--- config.mk ---
export PLATFORM = sky130hd
export DESIGN_NAME = data_store
export DESIGN_NICKNAME = d
export VERILOG_FILES = /design/src/hdl/cache_pkg.sv /design/src/hdl/data_store.sv
export SDC_FILE = /design/constraint.sdc
export NUM_CORES = 2
export LEC_CHECK = 0
export BUFFER_PORTS_ARGS = -buffer_cell sky130_fd_sc_hd__buf_2
export CAP_MARGIN = 10
export CELL_PAD_IN_SITES_DETAIL_PLACEMENT = 1
export CELL_PAD_IN_SITES_GLOBAL_PLACEMENT = 1
export CORE_ASPECT_RATIO = 1.75
export CORE_MARGIN = 4
export CORE_UTILIZATION = 29
export CTS_BUF_LIST = sky130_fd_sc_hd__clkbuf_4 sky130_fd_sc_hd__clkbuf_8
export CTS_CLUSTER_DIAMETER = 50
export DETAILED_ROUTE_END_ITERATION = 10
export PLACE_DENSITY_LB_ADDON = 0.1
export REMOVE_ABC_BUFFERS = 1
export SYNTH_ARGS = -nofsm -noshare
export SYNTH_HDL_FRONTEND = slang
export SYNTH_SLANG_ARGS = --single-unit
--- constraint.sdc ---
create_clock -name clk -period 11.85 [get_ports clk]
set_input_delay 2.37 -clock clk [delete_from_list [all_inputs] [get_ports clk]]
set_output_delay 2.37 -clock clk [all_outputs]
set_load 0.03 [all_outputs]
--- src/hdl/cache_pkg.sv ---
// ----------------------------------------
// Default cache geometry constants and the
// cache controller state encoding
// ----------------------------------------
`default_nettype none

package cache_pkg;

	// Byte address and data word widths
	parameter int ADDR_WIDTH = 16;
	parameter int WORD_WIDTH = 32;

	// Block and set organization
	parameter int WORDS_PER_BLOCK = 4;   // 128-bit block
	parameter int NUM_SETS = 8;
	parameter int NUM_WAYS = 4;

	// Controller states
	typedef enum logic [1:0] {
		IDLE,
		COMPARE,
		WRITE_BACK,
		ALLOCATE
	} ctrl_state_t;

endpackage

`default_nettype wire

--- src/hdl/data_store.sv ---
// ----------------------------------------
// Block data array with word write, word
// read, block read and block fill
// ----------------------------------------
`default_nettype none

module data_store #(
	parameter int addr_width = cache_pkg::ADDR_WIDTH,
	parameter int word_width = cache_pkg::WORD_WIDTH,
	parameter int words_per_block = cache_pkg::WORDS_PER_BLOCK,
	parameter int num_sets = cache_pkg::NUM_SETS,
	parameter int num_ways = cache_pkg::NUM_WAYS
) (
	input  logic clk,
	input  logic reset,
	input  logic [$clog2(num_sets)-1:0] index,
	input  logic [$clog2(words_per_block)-1:0] word_sel,
	input  logic [$clog2(num_ways)-1:0] way,
	input  logic write_word,
	input  logic [word_width-1:0] write_data,
	input  logic fill,
	input  logic [word_width*words_per_block-1:0] fill_block,
	output logic [word_width-1:0] read_word,
	output logic [word_width*words_per_block-1:0] read_block
);

	localparam int block_width = word_width * words_per_block;
	localparam int offset_width = $clog2(words_per_block) + $clog2(word_width / 8);
	localparam int index_width = $clog2(num_sets);

	// Index plus offset can never exceed the address
	initial begin
		assert (index_width + offset_width < addr_width)
		else $error("Address too narrow for the cache geometry");
	end

	logic [block_width-1:0] blocks [num_sets][num_ways];

	always_ff @(posedge clk) begin
		if (fill)
			blocks[index][way] <= fill_block;   // Whole block from lower memory
		else if (write_word)
			blocks[index][way][word_sel*word_width +: word_width] <= write_data;
	end

	// Zero-cycle lookups
	always_comb begin
		read_block = blocks[index][way];
		read_word = read_block[word_sel*word_width +: word_width];
	end

	a_write_or_fill: assert property (@(posedge clk) disable iff (reset) !(write_word && fill));

endmodule

`default_nettype wire

==> out/metrics.csv <==
metric,value,unit
H-tree depth,6,
CP endpoint kind,primary output,
Clock Sink Count,4096,
CP Cell Sequence,buf_12 -> buf_4 -> nor3b_4 -> buf_4 -> a21oi_1 -> o21ai_0 -> o22ai_1 -> a211oi_2 -> o22ai_1 -> nor3_1 -> buf_2,
largest area contributor in the netlist,edfxtp_1,
WL final,815000,µm
Nets,11000,
Antenna Nets Post-Route,0,
Slew Limit Fails,0,
CTS clock-pin slew for the worst setup and hold paths,0.06,ns
hold wc startpoint,fill_block[122],
Comb pwr share,9.4,%
initial core utilization,29.1,%
initial antenna violation count,143,
first-pass GRT wire length,1060000,µm
CTS Buf Count,629,
"top cells by area, synth","edfxtp_1 75%, mux2i_1 3.8%, a221oi_1 2.5%, o21ai_0 2.5%, nand2_1 2.1%",
FF/Latch Area,123000,µm²
Total Die Area,581000,µm²
number of flops mapped to enable cells by yosys,4096,
vias in the first global route,110000,
period utilisation layout,83.7,%
Final TNS setup,0,ns
Port Buffer Count,329,
Final setup viols,0,
hold buffer count at CTS,0,
Seq cells post-synth,4096,
max FFs per register,4096,
Finished Layout Cells,19000,
Fill cells,58400,
relative slew slack,16.6,%
largest net degree at the start of global routing,117,
"most common cell after layout, fill and taps aside",edfxtp_1,
# rows,366,
GPL Wtd Cong,0.799,
"Data required, critical path",9.48,ns
WS Path Type,input port to primary output,
die width,578,µm
most frequent cells in the layout,"4096 x edfxtp_1, 880 x nand2_1, 829 x o21ai_0, 633 x clkbuf_8, 621 x mux2i_1",
Multi-input gate area,39000,µm²
drt pass-1 iters,6,
asr flop ratio synth,0,%
root buffer cell,clkbuf_8,
hpwl dp,483000,µm
CP Max Fanout,52,
Leak Pwr,0.0610,µW
Synth Cell Area,165000,µm²
Cells after DPL,17800,
Synth top area share,74.6,%
worst hold path type,input port to register,
Syn Area/Cell,16.2,µm²
power density over the cells,162,nW/µm²
Sw Ratio,26.6,%
fmax,101,MHz
Worst Hold Depth,3,
Reg with most FFs,blocks,
Max IR drop VDD,80.8,µV
# DRC,0,
worst slew pin tran,1.24,ns
core box area,567000,µm²
final hold vios,0,
"Distinct cells, synth",97,
register area share after synthesis,74.6,%
Int Power,22500,µW
Net Sw Power,8160,µW
Max-Cap Viols,0,
Sequential Power Share,52.9,%
PostCTS Resize Cnt,0,
CP max stage delay,0.89,ns
Util after Layout,33.4,%
CTS tree,done,
top flop regs,blocks (4096),
vias per cell,5.64,
routed length per instance,42.9,µm
RSZ-0062 raised after global routing,false,
Gate Count Post-Synth,10200,
initial DRC count,10800,
Area Growth Syn to Fin,14.7,%
layout cells sized above 1,21.5,%
post-CTS setup-driven buffer insertion count,0,
# IOs,331,
Clk pwr share,37.7,%
minimum clock period,9.92,ns
startpoint types,input port,
top_reg_cell synth,edfxtp_1,
status,completed,
CTS max path bufs,4,
remaining global-route overflow,0,
GRT Util Overall,27.3,%
WP data arrival,7.55,ns
Hold Path Sink,blocks[7][250],
height of the die,1010,µm
worst setup path start,index[2],
Worst path slowest cell,nor3_1,
Vias,107000,
Yosys Warn Count,0,
through the flow:
stage | hold slack [ns] | instance area [µm²] | power [µW] | setup slack [ns]
detailed placement | 3.00 | 177000 | 19400 | 2.21
finish | 1.78 | 189000 | 30700 | 1.93
CTS | 1.67 | 189000 | 30900 | 2.20
global placement | 2.94 | 177000 | 19400 | 2.21
global route | 1.82 | 189000 | 31600 | 2.13
floorplan | 2.74 | 160000 | 17600 | -2.64
critical path, delay by kind of cell:
family / cells / cell delay (ns)
compound gates: 5 / 1.73
buf+inv: 4 / 1.68
simple gates: 2 / 1.18
layer usage:
layer | GRT usage, % | share of wire [%]
met5 | 0 | 0.051
met4 | 12.7 | 4.9
met3 | 4.65 | 5.9
met2 | 47.7 | 51
met1 | 32.7 | 38
worst max-delay path by stage:
stage,end,cells past startpoint
4_1_cts,read_word[24],11
3_3_place_gp,read_word[24],11
3_5_place_dp,read_word[24],11
5_1_grt,read_word[24],11
2_1_floorplan,read_word[18],7
6_report,read_word[24],11
power by group through the flow:
| stage | clock network [µW] | registers [µW] | logic [µW] |
|---|---|---|---|
| after floorplan | 0 | 16500 | 1100 |
| after detailed placement | 0 | 16500 | 2890 |
| after global routing | 12400 | 16200 | 2980 |
| after global placement | 0 | 16500 | 2860 |
| after CTS | 11800 | 16200 | 2900 |
| final | 11600 | 16200 | 2900 |
Yosys cell counts (all sizes together), types with 17 or more instances:
master      n
a31oi      21
a31o       22
o22ai      95
nand2     902
a22o       64
edfxtp   4096
nor3       40
buf       505
a2111oi    24
mux4       96
mux2i     621
nor2      427
nand3      38
o2bb2ai    30
clkbuf    260
mux2      294
a22oi     274
o211ai     48
a211oi     48
o31ai      22
and3       17
nor2b      22
o21ai     850
a221oi    486
nand2b     22
a21oi     404
o221ai    136
a221o     106
cell families after synthesis:
kind of cell / after synthesis / share of synthesized area, %
compound gates: 2773 / 11.6
fa+ha+maj: 5 / 0.0379
buf+inv: 774 / 2.76
flops: 4096 / 74.6
mux: 1011 / 7.09
simple gates: 1545 / 3.90
cell type report:
type                    instances  share of cell area (%)
diodes                         86                   0.114
clock buffers                 838                    5.42
clock inverters               279                   0.775
inverters                       9                  0.0337
multi-input cells            5334                    20.6
flip-flops and latches       4096                    65.0
well taps                    7544                    4.99
repair buffers                794                    3.03
Note: power is estimated with default switching activity, not from simulation.
