$ cat config.mk
export PLATFORM = sky130hd
export DESIGN_NAME = cache_controller
export DESIGN_NICKNAME = d
export VERILOG_FILES = /design/src/hdl/cache_pkg.sv /design/src/hdl/cache_controller.sv
export SDC_FILE = /design/constraint.sdc
export NUM_CORES = 1
export LEC_CHECK = 0
export BUFFER_PORTS_ARGS = -buffer_cell sky130_fd_sc_hd__buf_2
export CORE_UTILIZATION = 35
export CTS_CLUSTER_DIAMETER = 120
export DETAILED_ROUTE_END_ITERATION = 16
export PLACE_DENSITY = 0.85
export SYNTH_ARGS = -nofsm -noshare
export SYNTH_HDL_FRONTEND = slang
export SYNTH_SLANG_ARGS = --single-unit
$ cat constraint.sdc
create_clock -name clk -period 2.7 [get_ports clk]
set_input_delay 0.405 -clock clk [delete_from_list [all_inputs] [get_ports clk]]
set_output_delay 0.405 -clock clk [all_outputs]
set_load 0.05 [all_outputs]
$ cat src/hdl/cache_pkg.sv
// ----------------------------------------
// Default cache geometry constants and the
// cache controller state encoding
// ----------------------------------------
`default_nettype none

package cache_pkg;

	// Byte address and data word widths
	parameter int ADDR_WIDTH = 16;
	parameter int WORD_WIDTH = 32;

	// Block and set organization
	parameter int WORDS_PER_BLOCK = 4;   // 128-bit block
	parameter int NUM_SETS = 8;
	parameter int NUM_WAYS = 4;

	// Controller states
	typedef enum logic [1:0] {
		IDLE,
		COMPARE,
		WRITE_BACK,
		ALLOCATE
	} ctrl_state_t;

endpackage

`default_nettype wire

$ cat src/hdl/cache_controller.sv
// ----------------------------------------
// IDLE/COMPARE/WRITE_BACK/ALLOCATE FSM,
// store update strobes and memory requests
// ----------------------------------------
`default_nettype none

module cache_controller #(
	parameter int addr_width = cache_pkg::ADDR_WIDTH,
	parameter int word_width = cache_pkg::WORD_WIDTH,
	parameter int words_per_block = cache_pkg::WORDS_PER_BLOCK,
	parameter int num_sets = cache_pkg::NUM_SETS,
	parameter int num_ways = cache_pkg::NUM_WAYS
) (
	input  logic clk,
	input  logic reset,
	input  logic read,
	input  logic write,
	input  logic [addr_width-1:0] addr,
	input  logic hit_in,
	input  logic [$clog2(num_ways)-1:0] hit_way,
	input  logic [$clog2(num_ways)-1:0] victim_way,
	input  logic victim_dirty,
	input  logic [addr_width-$clog2(num_sets)-$clog2(words_per_block)-$clog2(word_width/8)-1:0] victim_tag,
	input  logic mem_ack,
	output logic touch,
	output logic set_dirty,
	output logic clear_dirty,
	output logic fill,
	output logic write_word,
	output logic [$clog2(num_ways)-1:0] way_sel,
	output logic done,
	output logic hit,
	output logic mem_read,
	output logic mem_write,
	output logic [addr_width-1:0] mem_addr
);

	localparam int offset_width = $clog2(words_per_block) + $clog2(word_width / 8);
	localparam int index_width = $clog2(num_sets);
	localparam int tag_width = addr_width - index_width - offset_width;

	cache_pkg::ctrl_state_t state, next_state;

	logic missed;   // Set once this transaction has missed
	logic [index_width-1:0] index;
	logic [tag_width-1:0] tag;
	logic lookup_hit;

	assign index = addr[offset_width +: index_width];
	assign tag = addr[addr_width-1 -: tag_width];

	assign lookup_hit = (state == cache_pkg::COMPARE) && hit_in;

	always_ff @(posedge clk or posedge reset) begin
		if (reset) begin
			state <= cache_pkg::IDLE;
			missed <= 1'b0;
		end else begin
			state <= next_state;
			if (state == cache_pkg::COMPARE)
				missed <= !hit_in;   // Cleared again when the transaction completes
		end
	end

	always_comb begin
		next_state = state;
		case (state)
			cache_pkg::IDLE: begin
				if (read || write)
					next_state = cache_pkg::COMPARE;
			end
			cache_pkg::COMPARE: begin
				if (hit_in)
					next_state = cache_pkg::IDLE;
				else if (victim_dirty)
					next_state = cache_pkg::WRITE_BACK;
				else
					next_state = cache_pkg::ALLOCATE;
			end
			cache_pkg::WRITE_BACK: begin
				if (mem_ack)
					next_state = cache_pkg::ALLOCATE;
			end
			cache_pkg::ALLOCATE: begin
				if (mem_ack)
					next_state = cache_pkg::COMPARE;   // Second look now hits
			end
			default: next_state = cache_pkg::IDLE;
		endcase
	end

	// Store strobes
	assign touch = lookup_hit;
	assign set_dirty = lookup_hit && write;
	assign write_word = lookup_hit && write;
	assign clear_dirty = (state == cache_pkg::WRITE_BACK) && mem_ack;
	assign fill = (state == cache_pkg::ALLOCATE) && mem_ack;

	// Hit way on lookup, victim way while replacing
	assign way_sel = (state == cache_pkg::COMPARE) ? hit_way : victim_way;

	// Requester side
	assign done = lookup_hit;
	assign hit = lookup_hit && !missed;

	// Lower memory requests drop as soon as the ack shows up
	assign mem_write = (state == cache_pkg::WRITE_BACK) && !mem_ack;
	assign mem_read = (state == cache_pkg::ALLOCATE) && !mem_ack;

	always_comb begin
		if (state == cache_pkg::WRITE_BACK)
			mem_addr = {victim_tag, index, {offset_width{1'b0}}};
		else
			mem_addr = {tag, index, {offset_width{1'b0}}};
	end

	// Lower memory answers only an open request
	a_ack_on_request: assert property (@(posedge clk) disable iff (reset)
		mem_ack |-> (state == cache_pkg::WRITE_BACK || state == cache_pkg::ALLOCATE));

	// Requester holds its request up to done
	a_request_held: assert property (@(posedge clk) disable iff (reset)
		done |-> (read || write));

endmodule

`default_nettype wire

==> summary.txt, run 1 <==
Logic synthesis
  • Number of cells produced by synthesis: 53
  • Flop and latch count out of synthesis: 3
  • Share of synthesized area occupied by flip-flops and latches: 14.2%
  • Yosys warnings: 0
  • Combined area of all synthesized cells: between 500 and 600 um2
  • Mean Syn Cell Area: between 9 and 10 um2
  • Distinct cell type count of the synthesized netlist: 18

Worst setup path
  • Kind of launch point of the worst setup path: register
  • Worst setup slack for register-to-register paths: around 1100 ps
  • Kind of end point of the critical path: output port
  • Critical path's top delay family: adder cells
  • Ordered list of cells on the worst path: inv_1, ha_1, mux2_4, buf_2
  • Cell at the slowest stage of the critical path: sky130_fd_sc_hd__ha_1
  • Longest individual stage delay on the worst path: 560 ps
  • Crit path buf inv count: 2
  • Critical register-to-register path endpoint: state[0]
  • Maximum fanout encountered on the critical timing path: 11
  • Arrival time of the worst setup path: approximately 1900 ps
  • CP required: between 2000 and 2500 ps
  • Start of the worst register-to-register path: state[0]
  • Logic depth of the worst register-to-register path: 5
  • WS Path Type: reg2out
  • Critical Path Start: state[0]

Timing
  • Total setup violations reported at the end of the flow: 0
  • Achievable clock frequency: ~0.43 GHz
  • Number of pins exceeding their max-slew limit in the final report: 0
  • Tightest Pin Transition: 604 ps
  • Crit path time final: 2320 ps
  • Sum Neg Setup Slack: 0 ps
  • Smallest setup slack after layout: around 380 ps
  • Setup repair after global routing missed its margin: false
  • Final-report hold violation count: 0
  • Clock skew: between 1.5 and 2 ps
  • Worst max-slew margin expressed relative to the limit: about 60%
  • Final hold slack: 23.7 ps
  • Ratio of final minimum period to clock period: a little under nine tenths

Routing
  • Via Count: just over 500
  • Drc violations: 0
  • Average routed wire per standard cell: roughly 11 um
  • Number of nets with antenna violations after routing: 0
  • Final WL: between 1000 and 1500 um
  • Starting DRT DRC Count: 6
  • DRT Pass-1 Iters: 2
  • Routed via count divided by cell count: roughly 4.5

Floorplan
  • IO Count: 63
  • Rows: 13
  • Area enclosed by the die boundary: between 0.0015 and 0.002 mm2
  • Initial core utilization: 39.1%
  • Standard cell core area: between 0.001 and 0.0015 mm2
  • Die boundary width: between 40 and 50 um
  • Die height: between 40 and 50 um

Global route
  • Global routing usage on met1: 12.8%
  • M3 GR Usage: 3.26%
  • Total routing usage reported by global routing: between 15 and 20%
  • Pin count of the biggest net entering global routing: 12
  • GR Overflow Total: 0
  • Number of global-route vias before repair: about 420
  • Global-route wire length before repair: approximately 1600 um
  • Met2 layer usage reported by global route: a little under a third
  • Number of antenna violations at the first check in global routing: 0
  • Most Crowded Layer GR: met2

Min path
  • Classification of the worst-slack hold path: in2async

CTS
  • # hold bufs at CTS: 0
  • CTS Buf Count: 3
  • Postcts setup bufs: 0
  • Maximum number of buffers from clock root to sink: 2
  • Clock Tree Root: sky130_fd_sc_hd__clkbuf_4
  • # H-tree levels: 1
  • TritonCTS clock tree: built
  • Clk slew on worst S/H paths: roughly 40 ps
  • Number of clock sinks: 3
  • Post-cts resize count: 0
  • Clock latency on the worst-skew pair: ~240 ps

Cells and area
  • Net count reported at finish: roughly 140
  • ANT cells: 0
  • Area used by multi-input combinational logic: ~370 um2
  • Fin cells: roughly 110
  • Layout fillers: approximately 140
  • Post-layout util: 55.2%
  • Layout-stage area growth over the synthesis result: 41.2%
  • Register area: ~75 um2
  • Share of layout cells above drive strength 1: 65.3%

Outcome
  • Outcome: finished, final reports clean

Placement
  • Input/output buffers: 48
  • Number of cells after detailed placement: 109
  • Worst slack at placement: approximately 620 ps
  • RePlAce Congestion: between 0.6 and 0.7
  • DP Wirelength: 1040 um

Power and ir drop
  • Leakage power figure: roughly 0.45 nW
  • Peak VDD IR: 0.358 mV
  • Power density over cell area: between 900 and 1000 mW/mm2

Run
  • Max Cap Violations: 0
## routing by layer
metal	up-vias	part of all wire, %
met5	-	0
met4	0	0
met3	0	6.9
met2	29	61
met1	229	32
li1	252	-
## cells in the final DEF, fill, tap and decap left out
master / count
sky130_fd_sc_hd__a21o_1: 1
sky130_fd_sc_hd__a21oi_1: 1
sky130_fd_sc_hd__and2_1: 3
sky130_fd_sc_hd__and3_1: 1
sky130_fd_sc_hd__buf_2: 48
sky130_fd_sc_hd__clkbuf_1: 1
sky130_fd_sc_hd__clkbuf_4: 3
sky130_fd_sc_hd__conb_1: 4
sky130_fd_sc_hd__dfrtp_1: 3
sky130_fd_sc_hd__ha_1: 6
sky130_fd_sc_hd__inv_1: 4
sky130_fd_sc_hd__mux2_2: 2
sky130_fd_sc_hd__mux2_4: 9
sky130_fd_sc_hd__mux2i_1: 2
sky130_fd_sc_hd__nand2b_2: 1
sky130_fd_sc_hd__nor2_1: 3
sky130_fd_sc_hd__nor2b_1: 4
sky130_fd_sc_hd__o21ai_1: 1
sky130_fd_sc_hd__o2bb2ai_2: 1
## worst max path at each step
| stage | end | slack (ps) | depth (start not counted) |
|---|---|---|---|
| detailed placement | mem_addr[8] | 620 | 4 |
| global route | mem_addr[12] | 280 | 4 |
| finish | mem_addr[15] | 380 | 4 |
| CTS | mem_addr[8] | 360 | 4 |
| global placement | mem_addr[11] | 660 | 4 |
| floorplan | hit | 370 | 4 |
## cells in the mapped netlist
master,instances,area share (%)
sky130_fd_sc_hd__o21ai_1,1,0.95
sky130_fd_sc_hd__mux2_4,9,26
sky130_fd_sc_hd__inv_1,4,2.8
sky130_fd_sc_hd__mux2_2,2,4.3
sky130_fd_sc_hd__conb_1,1,0.71
sky130_fd_sc_hd__and3_1,1,1.2
sky130_fd_sc_hd__mux2i_1,2,3.8
sky130_fd_sc_hd__dfrtp_1,3,14
sky130_fd_sc_hd__nor2b_1,4,4.7
sky130_fd_sc_hd__a21oi_1,1,0.95
sky130_fd_sc_hd__and2_1,3,3.6
sky130_fd_sc_hd__a21o_1,1,1.4
sky130_fd_sc_hd__nor2_1,3,2.1
sky130_fd_sc_hd__buf_4,9,13
sky130_fd_sc_hd__nand2b_2,1,1.7
sky130_fd_sc_hd__buf_6,1,2.1
sky130_fd_sc_hd__o2bb2ai_2,1,2.8
sky130_fd_sc_hd__ha_1,6,14
## through the flow
stage	total power [mW]	area (um2)
after detailed placement	0.607	719
after global routing	0.728	746
final	0.684	746
after global placement	0.591	719
after floorplan	0.536	539
after CTS	0.691	746
## cell families (layout without fill, tap and decap cells)
kind of cell / count (synthesis) / in the layout / synth area share (%)
adders and majority gates: 6 / 6 / 14.2
buffers and inverters: 14 / 56 / 17.8
AOI/OAI and AO/OA: 4 / 4 / 6.16
DFF: 3 / 3 / 14.2
other: 1 / 4 / 0.710
and+or+nand+nor: 12 / 12 / 13.3
muxes: 13 / 13 / 33.6
## where the power goes
group          leakage, nW  internal, mW  switching (mW)
Sequential          0.0369        0.0656          0.0174
Combinational        0.401         0.175           0.345
Clock               0.0150        0.0555          0.0255
Total                0.453         0.296           0.388
## state kept, by name, summed over array words and instances, names as in the netlist
name    count
state       2
missed      1
## layout make-up
type / instances / share of cell area [%]
Clock buffer: 4 / 3.52
Inverter: 4 / 2.01
Multi-Input combinational cell: 39 / 49.7
Sequential cell: 3 / 10.1
Tap cell: 15 / 2.52
Timing Repair Buffer: 48 / 32.2
Power figures use the tool's default switching activity.
==> run 2, diff against run 1 <==
--- a/config.mk
+++ b/config.mk
@@ -6,6 +6,7 @@
 export NUM_CORES = 1
 export LEC_CHECK = 0
 export BUFFER_PORTS_ARGS = -buffer_cell sky130_fd_sc_hd__buf_2
+export CORE_MARGIN = 2
 export CORE_UTILIZATION = 35
 export CTS_CLUSTER_DIAMETER = 120
 export DETAILED_ROUTE_END_ITERATION = 16
==> run 2 against run 1 <==
Critical path depth did not move. Sequential share of layout area barely moved. Non-clock buffer count did not move. Design area rose by 0.17%. Register-to-register slack barely moved. Die area rose by 10%. Routed wire length fell by 9.1%. Clock skew rose by 0.70 ps. Worst hold slack improved by 8.4 ps. Sequential power rose by 2%. Setup slack improved by 16 ps.
==> summary.txt, run 2 (same netlist as run 1, synthesis figures left out) <==
Routing
  • Average routed wire per standard cell: 9.77 um (was 10.8 um)
  • Starting DRT DRC Count: 3 (was 6)
  • Drc violations: 0 (unchanged)
  • Routed via count divided by cell count: 4.35 (was 4.51)
  • Final WL: 1110 um (was 1230 um)
  • Number of nets with antenna violations after routing: 0 (unchanged)
  • Via Count: 496 (was 510)
  • DRT Pass-1 Iters: 2 (unchanged)

Placement
  • Number of cells after detailed placement: 110 (was 109)
  • RePlAce Congestion: 0.745 (was 0.661)
  • Input/output buffers: 48 (unchanged)
  • DP Wirelength: 916 um (was 1040 um)

Cells and area
  • Layout-stage area growth over the synthesis result: 41.5% (was 41.2%)
  • ANT cells: 0 (unchanged)
  • Net count reported at finish: 141 (unchanged)
  • Fin cells: 114 (was 113)
  • Post-layout util: 51.4% (was 55.2%)
  • Layout fillers: 144 (was 143)
  • Share of layout cells above drive strength 1: 65.3% (unchanged)
  • Top library cells by usage in the layout, fill and taps aside: sky130_fd_sc_hd__buf_2 (48), sky130_fd_sc_hd__mux2_4 (9), sky130_fd_sc_hd__ha_1 (6) (unchanged)
  • Flip-flop count of the largest register, all copies and words added: 2 (unchanged)
  • Regs by FF count: state: 2 flops, missed: 1 flops (unchanged)
  • Most common cell after layout, fill and taps aside: sky130_fd_sc_hd__buf_2 (unchanged)
  • Register with the most flip-flops: state (unchanged)

CTS
  • Post-cts resize count: 0 (unchanged)
  • TritonCTS clock tree: built (unchanged)
  • CTS Buf Count: 3 (unchanged)
  • Number of clock sinks: 3 (unchanged)
  • Clk slew on worst S/H paths: 40 ps (about the same)
  • # H-tree levels: 1 (unchanged)
  • Maximum number of buffers from clock root to sink: 2 (unchanged)
  • Postcts setup bufs: 0 (unchanged)
  • Clock latency on the worst-skew pair: 230 ps (was 240 ps)
  • # hold bufs at CTS: 0 (unchanged)
  • Clock Tree Root: sky130_fd_sc_hd__clkbuf_4 (unchanged)

Worst setup path
  • Kind of launch point of the worst setup path: register (unchanged)
  • Arrival time of the worst setup path: 1900 ps (was 1920 ps)
  • WS Path Type: reg2out (unchanged)
  • Critical Path Start: state[0] (unchanged)
  • Critical register-to-register path endpoint: state[0] (unchanged)
  • CP required: 2300 ps (about the same)
  • Worst setup slack for register-to-register paths: 1100 ps (was 1110 ps)
  • Logic depth of the worst register-to-register path: 5 (unchanged)
  • Worst setup path end: mem_addr[12] (was mem_addr[15])
  • Kind of end point of the critical path: output port (unchanged)
  • Maximum fanout encountered on the critical timing path: 11 (unchanged)
  • Start of the worst register-to-register path: state[0] (unchanged)

Outcome
  • Outcome: finished, final reports clean (unchanged)

Floorplan
  • Rows: 14 (was 13)
  • Standard cell core area: 0.00145 mm2 (was 0.00135 mm2)
  • Die height: 42.8 um (was 40.8 um)
  • Area enclosed by the die boundary: 0.00184 mm2 (was 0.00167 mm2)
  • IO Count: 63 (unchanged)
  • Die boundary width: 42.8 um (was 40.8 um)
  • Initial core utilization: 36.3% (was 39.1%)

Timing
  • Sum Neg Setup Slack: 0 ps (unchanged)
  • Crit path time final: 2300 ps (was 2320 ps)
  • Final-report hold violation count: 0 (unchanged)
  • Number of pins exceeding their max-slew limit in the final report: 0 (unchanged)
  • Clock skew: 2.69 ps (was 1.99 ps)
  • Total setup violations reported at the end of the flow: 0 (unchanged)
  • Ratio of final minimum period to clock period: 85.4% (was 86.0%)
  • Worst max-slew margin expressed relative to the limit: 59.8% (about the same)
  • Tightest Pin Transition: 603 ps (was 604 ps)
  • Setup repair after global routing missed its margin: false (unchanged)
  • Achievable clock frequency: 0.434 GHz (was 0.431 GHz)

Power and ir drop
  • Peak VDD IR: 0.348 mV (was 0.358 mV)
  • Power density over cell area: 915 mW/mm2 (was 918 mW/mm2)
  • Leakage power figure: 0.453 nW (unchanged)

Min path
  • Classification of the worst-slack hold path: in2async (unchanged)

Global route
  • Pin count of the biggest net entering global routing: 12 (unchanged)
  • Global-route wire length before repair: 1660 um (was 1620 um)
  • GR Overflow Total: 0 (unchanged)
  • Number of global-route vias before repair: 459 (was 423)
  • Number of antenna violations at the first check in global routing: 0 (unchanged)
  • Total routing usage reported by global routing: 11.8% (was 15.4%)

Run
  • Max Cap Violations: 0 (unchanged)
[run 2: cell counts in the layout (fill, tap and decap cells not counted)]
Identical to the previous run, type by type.
[run 2: how the worst min path moves through the flow]
stage	from	to	depth (start not counted)
global route	reset	missed	2
global placement	reset	missed	2
detailed placement	reset	missed	2
CTS	reset	missed	2
finish	reset	missed	2
floorplan	reset	missed	1
[run 2: critical path, cell delays in order (launching register included)]
cell and delay (ps):
sky130_fd_sc_hd__dfrtp_1 410, sky130_fd_sc_hd__inv_1 140, sky130_fd_sc_hd__ha_1 560, sky130_fd_sc_hd__mux2_4 350, sky130_fd_sc_hd__buf_2 210
[run 2: power by group]
group,total [mW],internal (mW),switching (mW)
registers,0.0843,0.0656,0.0187
logic,0.518,0.175,0.343
clock network,0.0810,0.0555,0.0255
total,0.684,0.296,0.387
[run 2: final cells by class]
class | count | area [um2] | share of cell area, %
multi-input combinational | 39 | 370 | 49.6
timing repair buffer | 48 | 240 | 32.2
sequential | 3 | 75.1 | 10.1
clock buffer | 4 | 26.3 | 3.52
tap | 16 | 20.0 | 2.68
inverter | 4 | 15.0 | 2.01
[run 2: metal layers]
| layer | part of all wire (%) | track usage (%) |
|---|---|---|
| met5 | 0 | 0 |
| met2 | 55 | 24.5 |
| met4 | 0 | 5.63 |
| met3 | 9.2 | 1.70 |
| met1 | 35 | 10.5 |
[run 2: per-stage QoR]
stage          total power, mW  instance area (um2)  worst slack (ps)  hold WS [ps]
6_report                 0.684                  747               395          32.1
5_1_grt                  0.729                  747               289          27.5
4_1_cts                  0.690                  747               364          27.7
3_5_place_dp             0.603                  721               614           267
3_3_place_gp             0.592                  721               658           270
2_1_floorplan            0.536                  539               367           159
